==> src/rtl/board_bus_defs.svh <==
`ifndef BOARD_BUS_DEFS_SVH
`define BOARD_BUS_DEFS_SVH

// bus data and address width
`define BUS_W 64

// word ram window
`define RAM_BASE  64'h0000_0000_0000_0000
`define RAM_WORDS 1024
`define RAM_BYTES (`RAM_WORDS * 4)

// keyboard ascii register
`define KEY_ADDR 64'h0000_0000_1000_0000

// sd card registers
`define SDC_ADDR_REG  64'h0000_0000_2000_0000
`define SDC_READ_REG  64'h0000_0000_2000_0008
`define SDC_READY_REG 64'h0000_0000_2000_0010
`define SDC_AVAIL_REG 64'h0000_0000_2000_0018

// sector buffer window
`define SDC_BUF_BASE  64'h0000_0000_3000_0000
`define SDC_BUF_BYTES 512

// available flag drops once capture gets this far into the next sector
`define SDC_CLEAR_INDEX 10

`endif

==> src/rtl/board_bus_pkg.sv <==
`default_nettype none

package board_bus_pkg;

    // access size codes as carried in the low two bits
    typedef enum logic [1:0] {
        SZ_BYTE   = 2'd0,
        SZ_HALF   = 2'd1,
        SZ_WORD   = 2'd2,
        SZ_DOUBLE = 2'd3
    } access_size_e;

    typedef struct packed {
        logic         is_unsigned; // lbu lhu lwu
        access_size_e size;
    } access_fields_t;

    // same 3 bits seen as the raw bus code or as split fields
    typedef union packed {
        logic [2:0]     raw;
        access_fields_t f;
    } access_type_u;

endpackage

`default_nettype wire

==> src/rtl/bus_control.sv <==
`timescale 1ns/10ps
`default_nettype none
`include "board_bus_defs.svh"

module bus_control (
    input  wire                                 CLOCK_50,
    input  wire                                 KEY0,
    input  wire [`BUS_W-1:0]                    bus_address,
    input  wire                                 bus_read_enable,
    input  wire                                 bus_write_enable,
    input  wire board_bus_pkg::access_type_u    bus_read_type,
    input  wire [7:0]                           key_ascii,
    input  wire                                 sd_ready,
    input  wire [`BUS_W-1:0]                    ram_rdata,
    input  wire                                 ram_finish,
    input  wire [7:0]                           sd_buf_byte,
    input  wire                                 sd_available,
    output logic [`BUS_W-1:0]                   bus_read_data,
    output logic                                bus_read_done,
    output logic                                bus_write_done,
    output logic                                ram_read_pend,
    output logic                                ram_write_pend,
    output logic [$clog2(`SDC_BUF_BYTES)-1:0]   sd_buf_index,
    output logic                                sd_addr_write,
    output logic                                sd_read_write
);

    logic ram_sel, key_sel, addr_sel, rd_reg_sel, ready_sel, avail_sel, buf_sel;
    logic [`BUS_W-1:0] buf_off;
    logic              read_hit;
    logic              write_hit;
    logic              rd_double;
    logic [`BUS_W-1:0] rd_mux;

    // address map decode
    assign ram_sel    = (bus_address >= `RAM_BASE) && (bus_address < `RAM_BASE + `RAM_BYTES);
    assign key_sel    = (bus_address == `KEY_ADDR);
    assign addr_sel   = (bus_address == `SDC_ADDR_REG);
    assign rd_reg_sel = (bus_address == `SDC_READ_REG);
    assign ready_sel  = (bus_address == `SDC_READY_REG);
    assign avail_sel  = (bus_address == `SDC_AVAIL_REG);
    assign buf_sel    = (bus_address >= `SDC_BUF_BASE) &&
                        (bus_address < `SDC_BUF_BASE + `SDC_BUF_BYTES);

    assign buf_off      = bus_address - `SDC_BUF_BASE;
    assign sd_buf_index = buf_off[$clog2(`SDC_BUF_BYTES)-1:0]; // byte offset in sector

    // ram sees the strobe cycle too so it can start straight away
    assign ram_read_pend  = ram_sel && (bus_read_enable || !bus_read_done);
    assign ram_write_pend = ram_sel && (bus_write_enable || !bus_write_done);

    // register writes take effect on the completing edge
    assign sd_addr_write = addr_sel && !bus_write_done;
    assign sd_read_write = rd_reg_sel && !bus_write_done;

    // unmapped addresses hit nothing and hang
    assign read_hit  = key_sel || ready_sel || avail_sel || buf_sel || (ram_sel && ram_finish);
    assign write_hit = key_sel || addr_sel || rd_reg_sel || ready_sel || avail_sel || buf_sel ||
                       (ram_sel && ram_finish);

    // unsigned bit is ignored here, sub-double loads are always zero-extended
    assign rd_double = (bus_read_type.f.size == board_bus_pkg::SZ_DOUBLE);

    always_comb begin
        if (key_sel)
            rd_mux = {{(`BUS_W-8){1'b0}}, key_ascii};
        else if (ready_sel)
            rd_mux = {{(`BUS_W-1){1'b0}}, sd_ready};
        else if (avail_sel)
            rd_mux = {{(`BUS_W-1){1'b0}}, sd_available};
        else if (buf_sel)
            rd_mux = {{(`BUS_W-8){1'b0}}, sd_buf_byte}; // one byte whatever the size
        else if (rd_double)
            rd_mux = ram_rdata;                         // both beats
        else
            rd_mux = {32'd0, ram_rdata[31:0]};          // shifted word
    end

    // done levels idle high
    always_ff @(posedge CLOCK_50 or negedge KEY0) begin
        if (!KEY0) begin
            bus_read_done  <= 1'b1;
            bus_write_done <= 1'b1;
        end else begin
            if (bus_read_enable)
                bus_read_done <= 1'b0;
            else if (!bus_read_done && read_hit)
                bus_read_done <= 1'b1;
            if (bus_write_enable)
                bus_write_done <= 1'b0;
            else if (!bus_write_done && write_hit)
                bus_write_done <= 1'b1;
        end
    end

    always_ff @(posedge CLOCK_50) begin
        if (!bus_read_done && read_hit)
            bus_read_data <= rd_mux; // valid as done rises
    end

endmodule

`default_nettype wire

==> config.mk <==
export PLATFORM = sky130hd
export DESIGN_NAME = bus_control
export DESIGN_NICKNAME = d
export VERILOG_FILES = /design/src/rtl/board_bus_pkg.sv /design/src/rtl/bus_control.sv
export VERILOG_INCLUDE_DIRS = /design/src /design/src/rtl
export SDC_FILE = /design/constraint.sdc
export NUM_CORES = 1
export LEC_CHECK = 0
export BUFFER_PORTS_ARGS = -buffer_cell sky130_fd_sc_hd__buf_2
export CAP_MARGIN = 25
export CORE_ASPECT_RATIO = 2
export CORE_MARGIN = 5
export CORE_UTILIZATION = 39
export DETAILED_ROUTE_END_ITERATION = 10
export MAX_ROUTING_LAYER = met4
export PLACE_DENSITY = 0.78
export SLEW_MARGIN = 5
export SYNTH_ARGS = -nofsm -noshare
export SYNTH_HDL_FRONTEND = slang
export SYNTH_SLANG_ARGS = --single-unit
==> constraint.sdc <==
create_clock -name CLOCK_50 -period 4 [get_ports CLOCK_50]
set_input_delay 0.6 -clock CLOCK_50 [delete_from_list [all_inputs] [get_ports CLOCK_50]]
set_output_delay 0.6 -clock CLOCK_50 [all_outputs]
set_load 0.005 [all_outputs]
==> After elaboration in Yosys (flattened, before gate mapping) <==
Cells that the tools add are included.
{ "op_classes": {"add_sub_neg": 1, "bitwise": 1, "order_cmp": 4, "reduce_logical": 27, "n_eq_ne": 6, "mux": 8} }
{ "op_table": {"columns": ["operator", "count"], "rows": [
  ["$eq 64x30->1 const B", 4],
  ["$eq 64x29->1 const B", 1],
  ["$ge 64x1->1 const B", 1],
  ["$ge 64x30->1 const B", 1],
  ["$lt 64x13->1 const B", 1],
  ["$lt 64x30->1 const B", 1],
  ["$mux 8", 4],
  ["$logic_or 1x1->1", 12],
  ["$logic_and 1x1->1", 9],
  ["$sub 9x1->9 const B", 1],
  ["$reduce_or 5->1", 1],
  ["$mux 1", 4],
  ["$reduce_bool 2->1", 2],
  ["$reduce_or 4->1", 1],
  ["$eq 2x2->1 const B", 1],
  ["$logic_not 1->1", 2],
  ["$not 1->1", 1]
]} }
{ "totals": {"word_cells": 52, "out_inout_bits": 79, "register_bits": 66, "in_bits": 154} }

==> Longest topological paths before layout <==
{ "logic_depth": {"depth_word": 10, "ltp_mapped": 7, "depth_no_buf": 6} }

==> Worst setup path after synthesis <==
No wires, ideal clock.
{ "synth_timing": {"path_kind": "input port to flip-flop", "startpoint": "input bus_address[8]", "endpoint": "register bus_read_data[0] (enable)", "path_buffers": 0, "required_time_ns": 3.513, "setup_slack_ns": -0.968, "setup_ns": 0.487, "cell_stages": 6, "t_arrival_ns": 4.482, "path_cell_list": "or4_4 > nor4_4 > a22o_4 > and3_2 > o21ai_0 > nor2_1"} }
{ "synth_between": {"elab_chain_len": 6, "elab_cells_between_ends": 15, "classes_between": "order compare (4); eq/ne (3); reduce/logical (8)"} }
{ "synth_rtl": {"columns": ["item", "line_no", "text"], "rows": [
  ["start: declaration", "bus_control.sv:8", "input wire [`BUS_W-1:0] bus_address,"],
  ["branches (longest 4 deep; another with $ge 64x30->1)", null, null],
  ["$logic_or 1x1->1 (*)", "bus_control.sv:57", "assign read_hit = key_sel || ready_sel || avail_sel || buf_sel || (ram_sel && ram_finish);"],
  ["$logic_and 1x1->1 (*)", "bus_control.sv:97", "if (!bus_read_done && read_hit)"],
  ["end signal: assignment", "bus_control.sv:98", "bus_read_data <= rd_mux;"],
  ["end: declaration", "bus_control.sv:18", "output logic [`BUS_W-1:0] bus_read_data,"]
]} }
Every way passes the cells marked *.
A chain may end at the register's enable or synchronous reset.

==> Worst setup path in the final report <==
{ "layout_timing": {"startpoint": "input bus_address[44]", "endpoint": "output sd_read_write"} }
{ "layout_between": {"elab_chain_len": 2} }
{ "layout_rtl": {"columns": ["item", "line_no", "text"], "rows": [
  ["$eq 64x30->1 (no line)", null, null],
  ["$logic_and 1x1->1", "bus_control.sv:54", "assign sd_read_write = rd_reg_sel && !bus_write_done;"],
  ["end: declaration", "bus_control.sv:25", "output logic sd_read_write"]
]} }
No other way between the ends.

==> flow_metrics.py <==
metrics = {
    "clock_tree": {
        "cts-hold-fix-buffers": 0,
        "clock-sinks": 66,
        "cts_tree": "built",
        "root_buffer": "clkbuf_16",
        "h-tree-depth": 3,
        "cts_buffer_depth": 2,
        "cts_setup_buffers": 0,
        "cts_made_buffers": 9,
        "clock_latency_ps": 330,
        "cts_resized": 0,
        "clk_pin_slew_worst_paths_ps": 50,
    },
    "run_status": {
        "status": "completed",
    },
    "synth": {
        "synth_top_area_share_pct": 61.8,
        "synth-simple-area-share_pct": 24.4,
        "synth_top_area_cell": "edfxtp_1",
        "synth_xor_area_share_pct": 0,
        "synthesis.area_um2": 3110,
        "synthMuxAreaShare_pct": 2.98,
        "yosys_warnings": 0,
        "yosys.area_share.adder_pct": 0,
        "synth_nets": 362,
        "synth-seq-cells": 66,
        "seq_area_frac_synth_pct": 63.5,
        "syn_inst": 208,
        "synth_top_family_by_area": "simple AND/OR/NAND/NOR gates",
        "synth_compound_area_share_pct": 4.67,
        "synth_cell_types": 38,
        "post_synth.cell_area_avg_um2": 15.0,
        "synth.area.top_cells": "edfxtp_1 (62%), and2_4 (8.4%), and2_1 (4.0%)",
    },
    "critical_path": {
        "cp_max_fo": 6,
        "end_kind": "output port",
        "required_ps": 3400,
        "setup.worst_path.start_class": "primary input",
        "cp.arrival_ps": 2400,
        "critPathKind": "in -> out",
    },
    "global_route": {
        "grt_pass1_vias": 2827,
        "grt_first_pass_wirelength_um": 13100,
        "grt_start_max_net_pins": 39,
        "track_usage_pct": 18.4,
        "overflow": 0,
        "grt_antenna_before_repair": 0,
    },
    "pwr": {
        "power_density_nw_per_um2": 371,
        "p_total_uw": 1700,
        "leakagePower_uw": 0.00211,
        "ir_worst_vdd_mv": 0.219,
    },
    "cells_and_area": {
        "final_cell_mix": "buf_2 (231), edfxtp_1 (64), and2_4 (30)",
        "synthToLayoutAreaGrowth_pct": 47.7,
        "instances_no_fill": 538,
        "drive_gt1_share_pct": 68.3,
        "final_common_cell": "buf_2",
        "finalNetCount": 591,
        "n_antenna_cell": 0,
    },
    "floorplan": {
        "die_area_um2": 9970,
        "row_count": 46,
        "start_util_pct": 39.4,
        "die_width_um": 73.2,
        "dieHeight_um": 136,
        "coreArea_um2": 7890,
        "io_pins": 233,
    },
    "sta": {
        "worst_slew_pin_slew_ps": 539,
        "finClkSkew_ps": 4.62,
        "drv_slew": 0,
        "final.period_utilization_pct": 74.9,
        "hold_slack_ps": 224,
        "grt_setup_unrepaired": "false",
        "setup_viol": 0,
        "min_period_ps": 3000,
        "hold_viol": 0,
        "fmax_mhz": 334,
        "fin_tns_setup_ps": 0,
        "max_slew_margin_pct": 63.8,
    },
    "placed_design": {
        "numPortBuffers": 231,
        "hpwlAfterDp_um": 7430,
        "dp.cells": 522,
        "gp_congestion": 0.927,
    },
    "hold_path": {
        "holdCritPathClass": "in -> async",
    },
    "routing": {
        "dr.pass1.iters": 4,
        "viasPerCell": 4.77,
        "vias": 2566,
        "remaining_drc_errors": 0,
        "wl_per_cell_um": 16.6,
        "wirelength_um": 8920,
        "drt_iter0_drc": 71,
        "ant_nets": 0,
    },
    "job": {
        "cap_viol_max_count": 0,
    },
}
power breakdown:
group          internal, uW      switching (uW)
clock network           544                 268
logic                  86.1                48.4
registers               757  0.0000000000000984
cells by family (layout without fill, tap and decap cells):
| family | Yosys count | after routing |
|---|---|---|
| buffers and inverters | 19 | 253 |
| AOI/OAI and AO/OA | 17 | 17 |
| and+or+nand+nor | 97 | 97 |
| muxes | 9 | 9 |
| DFF | 66 | 66 |
synth_stat cells:
master,number
nor4b_1,1
a21oi_1,4
a22o_4,1
o21ai_0,1
and3_4,1
nand3_1,2
nand2_4,1
nor4_2,2
buf_8,3
mux2_2,1
nand2_1,4
buf_4,9
and3_1,1
nor4_1,12
or4_4,1
clkbuf_1,3
and2_4,30
nand3b_1,1
and2_2,6
nor2_1,3
nor2_2,1
a21oi_4,1
mux2i_1,7
o31ai_1,1
inv_1,4
nor3_1,1
and4_1,2
or4b_4,1
edfxtp_1,64
o22a_1,2
nand4_2,2
dfstp_2,2
and3_2,2
mux2_1,1
nor4_4,2
and2_1,20
or3b_2,1
o2bb2ai_1,7
metrics by stage:
stage                     instance area (um^2)  util (%)  setup slack, ps
final                                     4600      58.3             1000
after global routing                      4600      58.3              828
after CTS                                 4600      58.3              966
after detailed placement                  4290      54.3              773
after global placement                    4290      54.3              845
after floorplan                           3110         -             91.1
worst max-delay path: stages:
cell and delay (ps):
buf_2 100, nor4_1 270, nand2_1 130, nor4_4 510, nand4_2 290, nor4b_1 330
buf_2 160
layer usage:
metal | track usage [%] | vias up | wire (um)
met5 | - | - | 0
met4 | 9.45 | 0 | 336
met3 | 4.29 | 24 | 792
met2 | 34.0 | 163 | 5130
met1 | 16.6 | 1149 | 2670
li1 | - | 1230 | -
sequential cells by signal (all words and copies together), names as in the netlist:
| name | cells |
|---|---|
| bus_write_done | 1 |
| bus_read_data | 64 |
| bus_read_done | 1 |
area by class of cell:
cell class	instances	area, um^2
fillers	631	3290
multi-input cells	123	1000
inverters	4	15.0
flip-flops and latches	66	1970
clock buffers	11	233
well taps	96	120
repair buffers	233	1170
clock inverters	5	77.6
path summary, 6_finish.rpt:
path,slack [ps],start,cells after the start,to
setup / recovery,1000,bus_address[44],7,sd_read_write
min in group CLOCK_50,400,bus_read_enable,2,bus_read_done
hold / removal,220,KEY0,1,bus_read_done
max in group asynchronous,3760,KEY0,1,bus_write_done
setup reg to reg,2690,bus_read_done,2,bus_read_data[38]
hold reg to reg,490,bus_read_done,2,bus_read_done
No activity file was read; power rests on OpenSTA's default activity.
